$ cat config.mk
export PLATFORM = sky130hd
export DESIGN_NAME = bitmanip_unit
export DESIGN_NICKNAME = d
export VERILOG_FILES = /design/src/hdl/bitmanip_pkg.sv /design/src/hdl/bitmanip_alu.sv /design/src/hdl/bitmanip_unit.sv /design/src/hdl/pop_counter.sv /design/src/hdl/req_fifo.sv /design/src/hdl/result_stage.sv /design/src/hdl/zero_counter.sv
export SDC_FILE = /design/constraint.sdc
export NUM_CORES = 1
export LEC_CHECK = 0
export BUFFER_PORTS_ARGS = -buffer_cell sky130_fd_sc_hd__buf_2
export CAP_MARGIN = 0
export CORE_UTILIZATION = 55
export DETAILED_ROUTE_END_ITERATION = 16
export GPL_TIMING_DRIVEN = 0
export HOLD_SLACK_MARGIN = 0.03
export PLACE_DENSITY = 0.84
export SLEW_MARGIN = 20
export SYNTH_ARGS = -nofsm -noshare
export SYNTH_HDL_FRONTEND = slang
export SYNTH_SLANG_ARGS = --single-unit
$ cat constraint.sdc
create_clock -name clk -period 7.31 [get_ports clk]
set_input_delay 1.8275 -clock clk [delete_from_list [all_inputs] [get_ports clk]]
set_output_delay 1.8275 -clock clk [all_outputs]
set_load 0.01 [all_outputs]
$ cat src/hdl/bitmanip_pkg.sv
`default_nettype none

package bitmanip_pkg;

    // ======================================================================
    // Datapath widths
    // ======================================================================

    // Operand and result width.
    localparam int xlen = 32;

    // Count results need one bit more than log2(xlen) so that 32 fits.
    localparam int count_w = 6;

    // Width of the request tag carried alongside each operation.
    localparam int tag_w = 4;

    // ======================================================================
    // Flow control
    // ======================================================================

    // Request FIFO depth. Upstream starts with this many credits.
    localparam int in_credits = 4;

    // Credits the unit holds toward the consumer after reset.
    localparam int out_credits_init = 2;

    // Width of the downstream credit counter.
    localparam int out_credit_w = 3;

    // ======================================================================
    // Opcodes
    // ======================================================================

    typedef enum logic [2:0] {
        op_clz    = 3'd0,
        op_ctz    = 3'd1,
        op_cpop   = 3'd2,
        op_rev8   = 3'd3,
        op_orc_b  = 3'd4,
        op_sext_b = 3'd5,
        op_sext_h = 3'd6,
        op_zext_h = 3'd7
    } bm_op_e;

endpackage

`default_nettype wire

$ cat src/hdl/bitmanip_alu.sv
`timescale 1ns/1ps
`default_nettype none

module bitmanip_alu (
    input  bitmanip_pkg::bm_op_e          op,
    input  logic [bitmanip_pkg::xlen-1:0] operand,
    output logic [bitmanip_pkg::xlen-1:0] result
);

    import bitmanip_pkg::*;

    logic [xlen-1:0]    reversed;
    logic [xlen-1:0]    zc_value;
    logic [4:0]         zc_count;
    logic               zc_all_zero;
    logic [count_w-1:0] zero_count;
    logic [count_w-1:0] ones_count;

    // ======================================================================
    // Counting
    // ======================================================================

    // Leading zeros of the operand are the trailing zeros of its mirror image.
    always_comb begin
        for (int i = 0; i < xlen; i++) begin
            reversed[i] = operand[xlen-1-i];
        end
    end

    assign zc_value = (op == op_clz) ? reversed : operand;

    zero_counter zero_counter_i (
        .value    (zc_value),
        .count    (zc_count),
        .all_zero (zc_all_zero)
    );

    pop_counter pop_counter_i (
        .value (operand),
        .count (ones_count)
    );

    // A zero operand has xlen leading and trailing zeros.
    assign zero_count = zc_all_zero ? count_w'(xlen) : {1'b0, zc_count};

    // ======================================================================
    // Result select
    // ======================================================================

    always_comb begin
        result = '0;
        case (op)
            op_clz, op_ctz: begin
                result = {{(xlen-count_w){1'b0}}, zero_count};
            end
            op_cpop: begin
                result = {{(xlen-count_w){1'b0}}, ones_count};
            end
            op_rev8: begin
                result = {operand[7:0], operand[15:8], operand[23:16], operand[31:24]};
            end
            op_orc_b: begin
                // Any set bit in a byte fills that whole byte with ones.
                for (int b = 0; b < xlen / 8; b++) begin
                    result[8*b +: 8] = {8{|operand[8*b +: 8]}};
                end
            end
            op_sext_b: begin
                result = {{(xlen-8){operand[7]}}, operand[7:0]};
            end
            op_sext_h: begin
                result = {{(xlen-16){operand[15]}}, operand[15:0]};
            end
            op_zext_h: begin
                result = {{(xlen-16){1'b0}}, operand[15:0]};
            end
            default: begin
                result = '0;
            end
        endcase
    end

endmodule

`default_nettype wire

$ cat src/hdl/bitmanip_unit.sv
`timescale 1ns/1ps
`default_nettype none

module bitmanip_unit (
    input  logic                           clk,
    input  logic                           rst_n,
    input  logic                           in_valid,
    input  bitmanip_pkg::bm_op_e           in_op,
    input  logic [bitmanip_pkg::xlen-1:0]  in_operand,
    input  logic [bitmanip_pkg::tag_w-1:0] in_tag,
    input  logic                           out_credit,
    output logic                           in_credit,
    output logic                           out_valid,
    output logic [bitmanip_pkg::xlen-1:0]  out_result,
    output logic [bitmanip_pkg::tag_w-1:0] out_tag
);

    import bitmanip_pkg::*;

    logic             head_valid;
    bm_op_e           head_op;
    logic [xlen-1:0]  head_operand;
    logic [tag_w-1:0] head_tag;
    logic [xlen-1:0]  alu_result;
    logic             pop;

    req_fifo req_fifo_i (
        .clk          (clk),
        .rst_n        (rst_n),
        .in_valid     (in_valid),
        .in_op        (in_op),
        .in_operand   (in_operand),
        .in_tag       (in_tag),
        .pop          (pop),
        .head_valid   (head_valid),
        .head_op      (head_op),
        .head_operand (head_operand),
        .head_tag     (head_tag),
        .in_credit    (in_credit)
    );

    // The ALU works on the FIFO head, so the result is ready in the pop cycle.
    bitmanip_alu bitmanip_alu_i (
        .op      (head_op),
        .operand (head_operand),
        .result  (alu_result)
    );

    result_stage result_stage_i (
        .clk        (clk),
        .rst_n      (rst_n),
        .head_valid (head_valid),
        .alu_result (alu_result),
        .head_tag   (head_tag),
        .out_credit (out_credit),
        .pop        (pop),
        .out_valid  (out_valid),
        .out_result (out_result),
        .out_tag    (out_tag)
    );

endmodule

`default_nettype wire

$ cat src/hdl/pop_counter.sv
`timescale 1ns/1ps
`default_nettype none

module pop_counter (
    input  logic [bitmanip_pkg::xlen-1:0]    value,
    output logic [bitmanip_pkg::count_w-1:0] count
);

    // Partial sums, each level one bit wider than the one below it.
    logic [1:0] sum2  [16];
    logic [2:0] sum4  [8];
    logic [3:0] sum8  [4];
    logic [4:0] sum16 [2];

    always_comb begin
        for (int i = 0; i < 16; i++) begin
            sum2[i] = {1'b0, value[2*i]} + {1'b0, value[2*i+1]};
        end
        for (int i = 0; i < 8; i++) begin
            sum4[i] = {1'b0, sum2[2*i]} + {1'b0, sum2[2*i+1]};
        end
        for (int i = 0; i < 4; i++) begin
            sum8[i] = {1'b0, sum4[2*i]} + {1'b0, sum4[2*i+1]};
        end
        for (int i = 0; i < 2; i++) begin
            sum16[i] = {1'b0, sum8[2*i]} + {1'b0, sum8[2*i+1]};
        end
    end

    // Final level: two halfword counts of up to 16 each.
    assign count = {1'b0, sum16[0]} + {1'b0, sum16[1]};

endmodule

`default_nettype wire

$ cat src/hdl/req_fifo.sv
`timescale 1ns/1ps
`default_nettype none

module req_fifo (
    input  logic                           clk,
    input  logic                           rst_n,
    input  logic                           in_valid,
    input  bitmanip_pkg::bm_op_e           in_op,
    input  logic [bitmanip_pkg::xlen-1:0]  in_operand,
    input  logic [bitmanip_pkg::tag_w-1:0] in_tag,
    input  logic                           pop,
    output logic                           head_valid,
    output bitmanip_pkg::bm_op_e           head_op,
    output logic [bitmanip_pkg::xlen-1:0]  head_operand,
    output logic [bitmanip_pkg::tag_w-1:0] head_tag,
    output logic                           in_credit
);

    import bitmanip_pkg::*;

    // Entry storage, written at the write pointer and read at the read pointer.
    bm_op_e           op_mem      [in_credits];
    logic [xlen-1:0]  operand_mem [in_credits];
    logic [tag_w-1:0] tag_mem     [in_credits];

    logic [$clog2(in_credits)-1:0] wr_ptr;
    logic [$clog2(in_credits)-1:0] rd_ptr;
    logic [$clog2(in_credits+1)-1:0] used;

    always_ff @(posedge clk) begin
        if (in_valid) begin
            op_mem[wr_ptr]      <= in_op;
            operand_mem[wr_ptr] <= in_operand;
            tag_mem[wr_ptr]     <= in_tag;
        end
    end

    // The producer only sends with a credit in hand, so a write never
    // finds the buffer full.
    always_ff @(posedge clk or negedge rst_n) begin
        if (!rst_n) begin
            wr_ptr    <= '0;
            rd_ptr    <= '0;
            used      <= '0;
            in_credit <= 1'b0;
        end else begin
            if (in_valid) begin
                wr_ptr <= (int'(wr_ptr) == in_credits - 1) ? '0 : wr_ptr + 1'b1;
            end
            if (pop) begin
                rd_ptr <= (int'(rd_ptr) == in_credits - 1) ? '0 : rd_ptr + 1'b1;
            end
            case ({in_valid, pop})
                2'b10:   used <= used + 1'b1;
                2'b01:   used <= used - 1'b1;
                default: used <= used;
            endcase
            // Every freed entry goes back upstream as one credit.
            in_credit <= pop;
        end
    end

    assign head_valid   = (used != '0);
    assign head_op      = op_mem[rd_ptr];
    assign head_operand = operand_mem[rd_ptr];
    assign head_tag     = tag_mem[rd_ptr];

endmodule

`default_nettype wire

$ cat src/hdl/result_stage.sv
`timescale 1ns/1ps
`default_nettype none

module result_stage (
    input  logic                           clk,
    input  logic                           rst_n,
    input  logic                           head_valid,
    input  logic [bitmanip_pkg::xlen-1:0]  alu_result,
    input  logic [bitmanip_pkg::tag_w-1:0] head_tag,
    input  logic                           out_credit,
    output logic                           pop,
    output logic                           out_valid,
    output logic [bitmanip_pkg::xlen-1:0]  out_result,
    output logic [bitmanip_pkg::tag_w-1:0] out_tag
);

    import bitmanip_pkg::*;

    logic [out_credit_w-1:0] credit_cnt;

    // ======================================================================
    // Issue decision
    // ======================================================================

    // A credit returned this cycle can be spent right away.
    assign pop = head_valid && ((credit_cnt != '0) || out_credit);

    // ======================================================================
    // Downstream credits
    // ======================================================================

    always_ff @(posedge clk or negedge rst_n) begin
        if (!rst_n) begin
            credit_cnt <= out_credit_w'(out_credits_init);
        end else begin
            case ({out_credit, pop})
                2'b10:   credit_cnt <= credit_cnt + 1'b1;
                2'b01:   credit_cnt <= credit_cnt - 1'b1;
                default: credit_cnt <= credit_cnt;
            endcase
        end
    end

    // ======================================================================
    // Output register
    // ======================================================================

    always_ff @(posedge clk or negedge rst_n) begin
        if (!rst_n) begin
            out_valid <= 1'b0;
        end else begin
            out_valid <= pop;
        end
    end

    // Result and tag of the head entry taken on this pop.
    always_ff @(posedge clk) begin
        if (pop) begin
            out_result <= alu_result;
            out_tag    <= head_tag;
        end
    end

endmodule

`default_nettype wire

$ cat src/hdl/zero_counter.sv
`timescale 1ns/1ps
`default_nettype none

module zero_counter (
    input  logic [bitmanip_pkg::xlen-1:0] value,
    output logic [4:0]                    count,
    output logic                          all_zero
);

    // The count is meaningless for a zero input, so the caller checks this flag.
    assign all_zero = ~(|value);

    // The lowest set bit wins. Each pattern fixes the zeros below that bit,
    // so exactly one item can match a non-zero value.
    always_comb begin
        count = 5'd0;
        casez (value)
            32'b????????_????????_????????_???????1: count = 5'd0;
            32'b????????_????????_????????_??????10: count = 5'd1;
            32'b????????_????????_????????_?????100: count = 5'd2;
            32'b????????_????????_????????_????1000: count = 5'd3;
            32'b????????_????????_????????_???10000: count = 5'd4;
            32'b????????_????????_????????_??100000: count = 5'd5;
            32'b????????_????????_????????_?1000000: count = 5'd6;
            32'b????????_????????_????????_10000000: count = 5'd7;
            32'b????????_????????_???????1_00000000: count = 5'd8;
            32'b????????_????????_??????10_00000000: count = 5'd9;
            32'b????????_????????_?????100_00000000: count = 5'd10;
            32'b????????_????????_????1000_00000000: count = 5'd11;
            32'b????????_????????_???10000_00000000: count = 5'd12;
            32'b????????_????????_??100000_00000000: count = 5'd13;
            32'b????????_????????_?1000000_00000000: count = 5'd14;
            32'b????????_????????_10000000_00000000: count = 5'd15;
            32'b????????_???????1_00000000_00000000: count = 5'd16;
            32'b????????_??????10_00000000_00000000: count = 5'd17;
            32'b????????_?????100_00000000_00000000: count = 5'd18;
            32'b????????_????1000_00000000_00000000: count = 5'd19;
            32'b????????_???10000_00000000_00000000: count = 5'd20;
            32'b????????_??100000_00000000_00000000: count = 5'd21;
            32'b????????_?1000000_00000000_00000000: count = 5'd22;
            32'b????????_10000000_00000000_00000000: count = 5'd23;
            32'b???????1_00000000_00000000_00000000: count = 5'd24;
            32'b??????10_00000000_00000000_00000000: count = 5'd25;
            32'b?????100_00000000_00000000_00000000: count = 5'd26;
            32'b????1000_00000000_00000000_00000000: count = 5'd27;
            32'b???10000_00000000_00000000_00000000: count = 5'd28;
            32'b??100000_00000000_00000000_00000000: count = 5'd29;
            32'b?1000000_00000000_00000000_00000000: count = 5'd30;
            32'b10000000_00000000_00000000_00000000: count = 5'd31;
            default:                                 count = 5'd0;
        endcase
    end

endmodule

`default_nettype wire

==> flow_summary.ini, run 1 <==
[worst_setup_path]
crit_fanout = 10
path_depth = 23
reg2reg_depth = 23
path_cells = buf_6 -> clkbuf_8 -> buf_6 -> mux4_1 -> inv_1 -> fa_1 -> fa_1 -> fa_1 -> inv_1 -> fa_1 -> fa_1 -> inv_1 -> fa_1 -> inv_1 -> ha_1 -> a21o_1 -> a21oi_1 -> nor2b_1 -> o21ai_0 -> nor2_1 -> a21oi_1 -> a21oi_1 -> o31a_1
critPathBufInv = 7
endpoint_kind = flop
cp-start-kind = flop
cpLargestDelayFamily = adder cells
cp.required_ns = 7.55
cp.arrival_ns = 7.08
r2r-start = req_fifo_i.rd_ptr[0]
critPathKind = reg -> reg
critPathSlowestCell = mux4_1
rr_endpoint = result_stage_i.out_result[5]
reg2reg_slack_ns = 0.47
crit_path_frequent_cell = fa_1
cp_slowest_stage_delay_ns = 0.70

[grt]
antenna_found_initial = 0
grt_usage = 0.2418
grt_start_max_net_pins = 27
gr-total-overflow = 0
grt_pass1_wl_um = 32100
grt_pass1_vias = 5680

[finish]
final_common_cell = edfxtp_1
antenna-diode-count = 0
areaGrowthSynthToFinish_pct = 14.57
layout_common_cells = 192 x edfxtp_1, 82 x buf_2, 58 x inv_1
final_cell_area_um2 = 10940
nets = 799
drive_above_1_share = 0.2376

[cts]
hold_buffers = 0
clockBufferDepth = 3
numCtsBuffers = 20
h-tree-depth = 1
clk_latency_ns = 0.49
root_buffer = clkbuf_16
path_clk_slew_ns = 0.06
cts_tree = yes
cts_sinks = 203

[logic_synthesis]
yosysWarnings = 0
syn_avg_cell_area_um2 = 15.68
syn-cell-area_um2 = 9548
seq_area_frac_synth = 0.6328
syn_inst = 609
async_flop_share = 0.05419
synth_ff_type = edfxtp_1
synth_seq_cells = 203
ys_types = 66
synth_edf_count = 192
syn-num-nets = 693

[sta]
rsz0062_at_grt = no
hold_viol_final = 0
fmax_mhz = 146.2
post-route-period-util = 0.9358
fin_tns_setup_ns = 0
setup_viol = 0
final_max_slew_viol_count = 0
fin_skew_ns = 0.008617
maxSlewHeadroom = 0.4779
worst_pin_slew_ns = 0.7789
fin_crit_ns = 6.841

[placed_design]
gp_congestion = 0.9273
io_buffers = 80
dp_hpwl_um = 14960
post_dp_cell_area_um2 = 10340

[hold_path]
hp-class = reg -> reg
whs_endpoint = result_stage_i.credit_cnt[2]
hold_start = result_stage_i.credit_cnt[2]
whs_path_depth = 1

[die]
num_rows = 47
start_util = 0.5697
die_x_um = 133.8
die_area_um2 = 17890
die_h_um = 133.8
core_um2 = 16760
pin_count = 81

[detailed_routing]
drcViolationCount = 0
first_iter_violations = 614
vias_per_cell = 6.066
ant_nets = 0
dr.pass1.iters = 5
drt-total-wl_um = 20730
wire_per_inst_um = 21.87
via_count = 5751

[run]
drv_cap = 0

[status]
status = complete, no violations
## kinds of logic after synthesis
group / after synthesis / synth area share
AO/OA/AOI/OAI: 90 / 0.06618
XOR/XNOR: 9 / 0.008256
buffers and inverters: 82 / 0.03918
multiplexers: 47 / 0.1055
flip-flops: 203 / 0.6328
adder cells (fa/ha/maj): 41 / 0.07417
AND/OR/NAND/NOR: 137 / 0.07391
## repair_timing
item | 4_1_cts | 5_1_grt
setup buffers | 0 | 0
endpoints found under the setup margin | 0 | 2
gates resized for setup | 0 | 2
## Yosys cell counts (all sizes together), types with 10 or more instances
library cell	number	share of area
edfxtp	192	0.60
inv	58	0.023
nand2	49	0.019
mux4	39	0.096
fa	26	0.055
a21oi	21	0.011
nor2	21	0.0083
o21ai	18	0.0098
ha	15	0.020
clkbuf	13	0.0062
nor3	12	0.0068
buf	11	0.010
a221o	10	0.010
dfrtp	10	0.026
## per-stage QoR
step	setup slack [ns]	hold slack, ns	util	instances
final	0.4692	0.4758	0.6527	948
after floorplan	1.107	0.4429	-	609
after detailed placement	0.2232	0.4678	0.6172	914
after CTS	0.2148	0.4787	0.6524	949
after global routing	0.1294	0.4924	0.6527	948
after global placement	0.2478	0.4561	0.6100	909
## metal layers
layer,track usage,share of wire,vias to the layer above
li1,-,-,2551
met1,0.3309,0.41,2850
met2,0.3955,0.49,293
met3,0.03539,0.072,57
met4,0.09280,0.034,0
met5,0,0,-
## worst max path at each step
stage,start,to
floorplan,req_fifo_i.rd_ptr[0],result_stage_i.out_result[5]
global placement,req_fifo_i.rd_ptr[1],result_stage_i.out_result[5]
detailed placement,req_fifo_i.rd_ptr[1],result_stage_i.out_result[5]
CTS,req_fifo_i.rd_ptr[1],result_stage_i.out_result[5]
global route,req_fifo_i.rd_ptr[1],result_stage_i.out_result[5]
finish,req_fifo_i.rd_ptr[0],result_stage_i.out_result[5]
## flip-flops by register name (all words and copies together), names as in the netlist
register                   flops
req_fifo_i.op_mem             12
req_fifo_i.operand_mem       128
req_fifo_i.rd_ptr              2
req_fifo_i.tag_mem            16
req_fifo_i.used                3
req_fifo_i.wr_ptr              2
result_stage_i.credit_cnt      3
result_stage_i.out_result     32
result_stage_i.out_tag         4
result_stage_i.out_valid       1
## final cells by class
class	instances	area [um2]
sequential	203	6042
fill	1139	5821
multi-input combinational	324	3151
clock buffer	23	533.0
timing repair buffer	85	508.0
tap	220	275.3
inverter	58	217.7
buffer	23	155.1
clock inverter	12	57.56
## worst reg2reg max path: cells and delay by family, from the launching register on
kind                       cells  cell delay [ns]
buffers and inverters          7             0.95
and+or+nand+nor                2             0.13
adders and majority gates      7             3.33
AOI/OAI and AO/OA              6             1.09
muxes                          1             0.70
DFF                            1             0.39
Power of run 1 is left out: the tool's default activity adds up to more than one toggle a clock period on the data nets, which glitch-free logic cannot reach.
==> inputs of run 2 (changes only) <==
--- a/config.mk
+++ b/config.mk
@@ -7,11 +7,11 @@
 export LEC_CHECK = 0
 export BUFFER_PORTS_ARGS = -buffer_cell sky130_fd_sc_hd__buf_2
 export CAP_MARGIN = 0
-export CORE_UTILIZATION = 55
+export CORE_UTILIZATION = 54
 export DETAILED_ROUTE_END_ITERATION = 16
 export GPL_TIMING_DRIVEN = 0
 export HOLD_SLACK_MARGIN = 0.03
-export PLACE_DENSITY = 0.84
+export PLACE_DENSITY = 0.87
 export SLEW_MARGIN = 20
 export SYNTH_ARGS = -nofsm -noshare
 export SYNTH_HDL_FRONTEND = slang
==> constraint.sdc (replaced) <==
create_clock -name clk -period 5.59 [get_ports clk]
set_input_delay 1.3975 -clock clk [delete_from_list [all_inputs] [get_ports clk]]
set_output_delay 1.3975 -clock clk [all_outputs]
set_load 0.005 [all_outputs]
==> run 2 against run 1 <==
  * The flow now finishes with violations (setup timing)
  * Die area grew 1.8%
  * Flip-flop and latch count did not move
  * Critical path depth fell by 3
  * Final cell count increased by 4.0%
  * Global-route usage shrank 0.12 points
  * Wire length grew 0.87%
  * Critical endpoint is now result_stage_i.out_result[2]
  * Clock skew is 0.0055 ns higher
  * First-iteration DRC count shrank 24%
  * Worst hold slack got worse by 0.0018 ns
  * Critical path type unchanged
  * Setup slack got worse by 1.1 ns
  * Non-clock buffer count increased by 33
==> flow_summary.ini, run 2 (synthesis gave the netlist of run 1 again) <==
[status]
status = finished, violations left
violations = setup timing

[grt]
gr-total-overflow = 0
grt_start_max_net_pins = 33
antenna_found_initial = 0
grt_usage = 0.2406
grt_pass1_vias = 6084
grt_pass1_wl_um = 32860

[sta]
hold_slack_ns = 0.4739
fin_tns_setup_ns = -3.026
maxSlewHeadroom = 0.3348
rsz0062_at_grt = yes
fmax_mhz = 160.1
post-route-period-util = 1.117
worst_pin_slew_ns = 0.9911
worst_slack_ns = -0.6547
fin_crit_ns = 6.245
hold_viol_final = 0
fin_skew_ns = 0.01410
final_max_slew_viol_count = 0
setup_viol = 6

[finish]
antenna-diode-count = 0
nets = 832
drive_above_1_share = 0.3206
top_register = req_fifo_i.operand_mem
fillers = 1186
areaGrowthSynthToFinish_pct = 18.69
largest_register_ff_count = 128
final_cells = 986
final_common_cell = edfxtp_1
reg_top3 = req_fifo_i.operand_mem (128), result_stage_i.out_result (32), req_fifo_i.tag_mem (16)
layout_common_cells = 192 x edfxtp_1, 80 x buf_2, 49 x nand2_1

[hold_path]
hp-class = reg -> reg

[run]
drv_cap = 0

[cts]
root_buffer = clkbuf_16
cts_sinks = 203
clk_latency_ns = 0.50
h-tree-depth = 1
numCtsBuffers = 20
clockBufferDepth = 3
hold_buffers = 0
cts_tree = yes
path_clk_slew_ns = 0.06

[worst_setup_path]
critPathKind = reg -> reg
cp-start-kind = flop
cp.arrival_ns = 6.47
cp.required_ns = 5.82
endpoint_kind = flop
crit_fanout = 8

[detailed_routing]
drt-total-wl_um = 20910
drcViolationCount = 0
first_iter_violations = 467
via_count = 5855
dr.pass1.iters = 8
vias_per_cell = 5.938
ant_nets = 0
wire_per_inst_um = 21.21

[placed_design]
io_buffers = 80
dp_hpwl_um = 14770
placedCellCount = 919
gp_congestion = 1.001

[die]
core_um2 = 17300
num_rows = 48
die_x_um = 135.0
start_util = 0.5520
die_area_um2 = 18220
die_h_um = 135.0
pin_count = 81
[run 2: through the flow]
stage | cell area [um2] | worst slack, ns | util
6_report | 11330 | -0.6547 | 0.6552
2_1_floorplan | 9577 | -0.2245 | -
3_5_place_dp | 10400 | -0.9961 | 0.6013
3_3_place_gp | 10260 | -0.8823 | 0.5931
4_1_cts | 11280 | -0.6412 | 0.6519
5_1_grt | 11330 | -0.8479 | 0.6552
[run 2: final timing paths]
check / from / to / slack (ns) / depth (start not counted)
max: req_fifo_i.rd_ptr[0] / result_stage_i.out_result[2] / -0.65 / 20
min: req_fifo_i.used[2] / req_fifo_i.used[2] / 0.47 / 1
max reg2reg: req_fifo_i.rd_ptr[0] / result_stage_i.out_result[2] / -0.65 / 20
min reg2reg: req_fifo_i.used[2] / req_fifo_i.used[2] / 0.47 / 1
max in group asynchronous: rst_n / result_stage_i.credit_cnt[1] / 4.56 / 1
min in group asynchronous: rst_n / req_fifo_i.wr_ptr[0] / 0.76 / 1
[run 2: layout make-up]
type	count	area [um2]	share of cell area
Sequential cell	203	6043	0.5333
Multi-Input combinational cell	324	3196	0.2820
Timing Repair Buffer	117	783.3	0.06912
Clock buffer	28	560.5	0.04946
Tap cell	225	281.5	0.02484
Inverter	58	217.7	0.01921
Buffer	24	205.2	0.01811
Clock inverter	7	45.04	0.003975
[run 2: layer usage]
| layer | part of all wire | GRT usage | vias up |
|---|---|---|---|
| met4 | 0.027 | 0.08677 | 0 |
| met2 | 0.50 | 0.4066 | 279 |
| met5 | 0 | 0 | - |
| met3 | 0.077 | 0.04467 | 48 |
| li1 | - | - | 2605 |
| met1 | 0.39 | 0.3132 | 2923 |
[run 2: worst max-delay path: stages, from the launching register on]
cell     delay [ns]
dfrtp_1        0.38
buf_6          0.14
buf_12         0.12
buf_12         0.13
mux4_2         0.55
inv_2          0.10
fa_1           0.46
fa_2           0.61
fa_2           0.45
fa_1           0.52
fa_2           0.61
fa_1           0.44
inv_2          0.09
ha_4           0.13
inv_2          0.04
fa_2           0.35
xor2_1         0.19
o21ai_1        0.10
a21oi_2        0.21
a21oi_2        0.05
a211o_1        0.30
[run 2: what timing repair did]
item,CTS,global route
endpoints found under the setup margin,6,6
setup buffers,27,5
pin swaps,12,13
cloned,0,0
gates resized for setup,22,8
Power of run 2 is left out for the same reason.
==> inputs of run 3 (changes only) <==
--- a/config.mk
+++ b/config.mk
@@ -12,6 +12,7 @@
 export GPL_TIMING_DRIVEN = 0
 export HOLD_SLACK_MARGIN = 0.03
 export PLACE_DENSITY = 0.87
+export REMOVE_ABC_BUFFERS = 1
 export SLEW_MARGIN = 20
 export SYNTH_ARGS = -nofsm -noshare
 export SYNTH_HDL_FRONTEND = slang
==> run 3 against run 2 <==
  * The flow still finishes with violations (setup timing)
  * Non-clock buffer count shrank 21
  * Fmax decreased by 2.5%
  * Sequential share of layout area increased by 0.35 points
  * Clock-buffer cell count fell by 3
  * Clock skew shrank 0.0030 ns
  * Critical path depth grew 1
  * Register-to-register slack worse by 0.16 ns
  * First-iteration DRC count rose by 46%
  * Flip-flop and latch count is the same
  * Worst hold slack about the same
==> flow_summary.ini, run 3 (synthesis gave the netlist of run 1 again) <==
[die]
num_rows = 48
die_h_um = 135.0
start_util = 0.5520
die_area_um2 = 18220
die_x_um = 135.0
core_um2 = 17300
pin_count = 81

[cts]
cts_sinks = 203
numCtsBuffers = 20
clockBufferDepth = 3
clk_latency_ns = 0.49
root_buffer = clkbuf_16
h-tree-depth = 1
path_clk_slew_ns = 0.06
cts_tree = yes

[grt]
grt_pass1_vias = 6210
grt_use_met1 = 0.3074
grt_use_met2 = 0.4422
gr-total-overflow = 0
grt_usage = 0.2569
grt_pass1_wl_um = 34470
busiest_layer = met2
grt_start_max_net_pins = 33
met3_usage = 0.06231
antenna_found_initial = 0

[hold_path]
hold_start = req_fifo_i.used[2]
hp-class = reg -> reg
whs_path_depth = 1
whs_endpoint = req_fifo_i.used[2]

[worst_setup_path]
rr_endpoint = result_stage_i.out_result[3]
cp.arrival_ns = 6.64
endpoint_kind = flop
critPathSlowestCell = fa_1
path_cells = buf_12 -> buf_12 -> mux4_2 -> inv_4 -> fa_2 -> fa_2 -> inv_2 -> fa_2 -> fa_1 -> fa_1 -> inv_2 -> fa_1 -> inv_2 -> ha_4 -> a21o_1 -> a21oi_4 -> xor2_1 -> o21ai_1 -> nand2_1 -> a21oi_2 -> a311o_1
cp-start-kind = flop
r2r-start = req_fifo_i.rd_ptr[0]
crit_fanout = 5
path_depth = 21
critPathKind = reg -> reg
critPathBufInv = 6
reg2reg_depth = 21
cpLargestDelayFamily = adder cells
reg2reg_slack_ns = -0.82
cp_slowest_stage_delay_ns = 0.62
cp.required_ns = 5.83

[status]
status = finished, violations left
violations = setup timing

[sta]
fmax_mhz = 156.1
worst_slack_ns = -0.8173
fin_skew_ns = 0.01112
fin_crit_ns = 6.407
post-route-period-util = 1.146
setup_viol = 6
worst_pin_slew_ns = 0.9846
rsz0062_at_grt = yes
final_max_slew_viol_count = 0
maxSlewHeadroom = 0.3429
hold_viol_final = 0

[finish]
antenna-diode-count = 0
largest_register_ff_count = 128
areaGrowthSynthToFinish_pct = 17.98
layout_common_cells = 192 x edfxtp_1, 80 x buf_2, 49 x nand2_1
final_cell_area_um2 = 11260
reg_top3 = req_fifo_i.operand_mem (128), result_stage_i.out_result (32), req_fifo_i.tag_mem (16)
nets = 811
top_register = req_fifo_i.operand_mem
drive_above_1_share = 0.3284
fillers = 1150
fin_util = 0.6513
final_cells = 965
final_common_cell = edfxtp_1

[placed_design]
io_buffers = 80
dp_hpwl_um = 14000
placedCellCount = 897
gp_congestion = 0.9132
post_dp_cell_area_um2 = 10260

[detailed_routing]
drt-total-wl_um = 22700
via_count = 6012
wire_per_inst_um = 23.53
drcViolationCount = 0
vias_per_cell = 6.230
ant_nets = 0
first_iter_violations = 681
dr.pass1.iters = 8

[run]
drv_cap = 0
## run 3: how the worst max path moves through the flow
stage | startpoint | endpoint
floorplan | req_fifo_i.rd_ptr[0] | result_stage_i.out_result[5]
global placement | req_fifo_i.rd_ptr[0] | result_stage_i.out_result[5]
detailed placement | req_fifo_i.rd_ptr[0] | result_stage_i.out_result[5]
CTS | req_fifo_i.rd_ptr[0] | result_stage_i.out_result[4]
global route | req_fifo_i.rd_ptr[0] | result_stage_i.out_result[3]
finish | req_fifo_i.rd_ptr[0] | result_stage_i.out_result[3]
## run 3: area by class of cell
class	instances	area, um2	area share
Multi-Input combinational cell	324	3221	0.2859
Inverter	58	220.2	0.01955
Tap cell	225	281.5	0.02499
Clock buffer	25	540.5	0.04798
Sequential cell	203	6047	0.5368
Timing Repair Buffer	120	872.1	0.07742
Clock inverter	10	82.58	0.007331
## run 3: what timing repair did
| action | 4_1_cts | 5_1_grt |
|---|---|---|
| hold buffers | 0 | 0 |
| cloned | 2 | 0 |
| pin swaps | 30 | 25 |
| resized for setup | 36 | 15 |
| endpoints found under the setup margin | 6 | 6 |
| endpoints found under the hold margin | 0 | 0 |
| buffers inserted | 23 | 9 |
## run 3: metrics by stage
step | worst slack (ns) | TNS (ns) | hold WS, ns
floorplan | -1.557 | -8.140 | 0.4429
global placement | -2.573 | -14.25 | 0.4565
detailed placement | -1.357 | -6.361 | 0.4693
CTS | -0.6391 | -3.135 | 0.4785
global route | -0.9370 | -4.637 | 0.4945
finish | -0.8173 | -4.057 | 0.4743
## run 3: routing by layer
layer  wire length (um)  up-vias
met2              11540      395
li1                   -     2559
met4                947        0
met5                  0        -
met1               8087     2962
met3               2129       96
Power of run 3 is left out for the same reason.
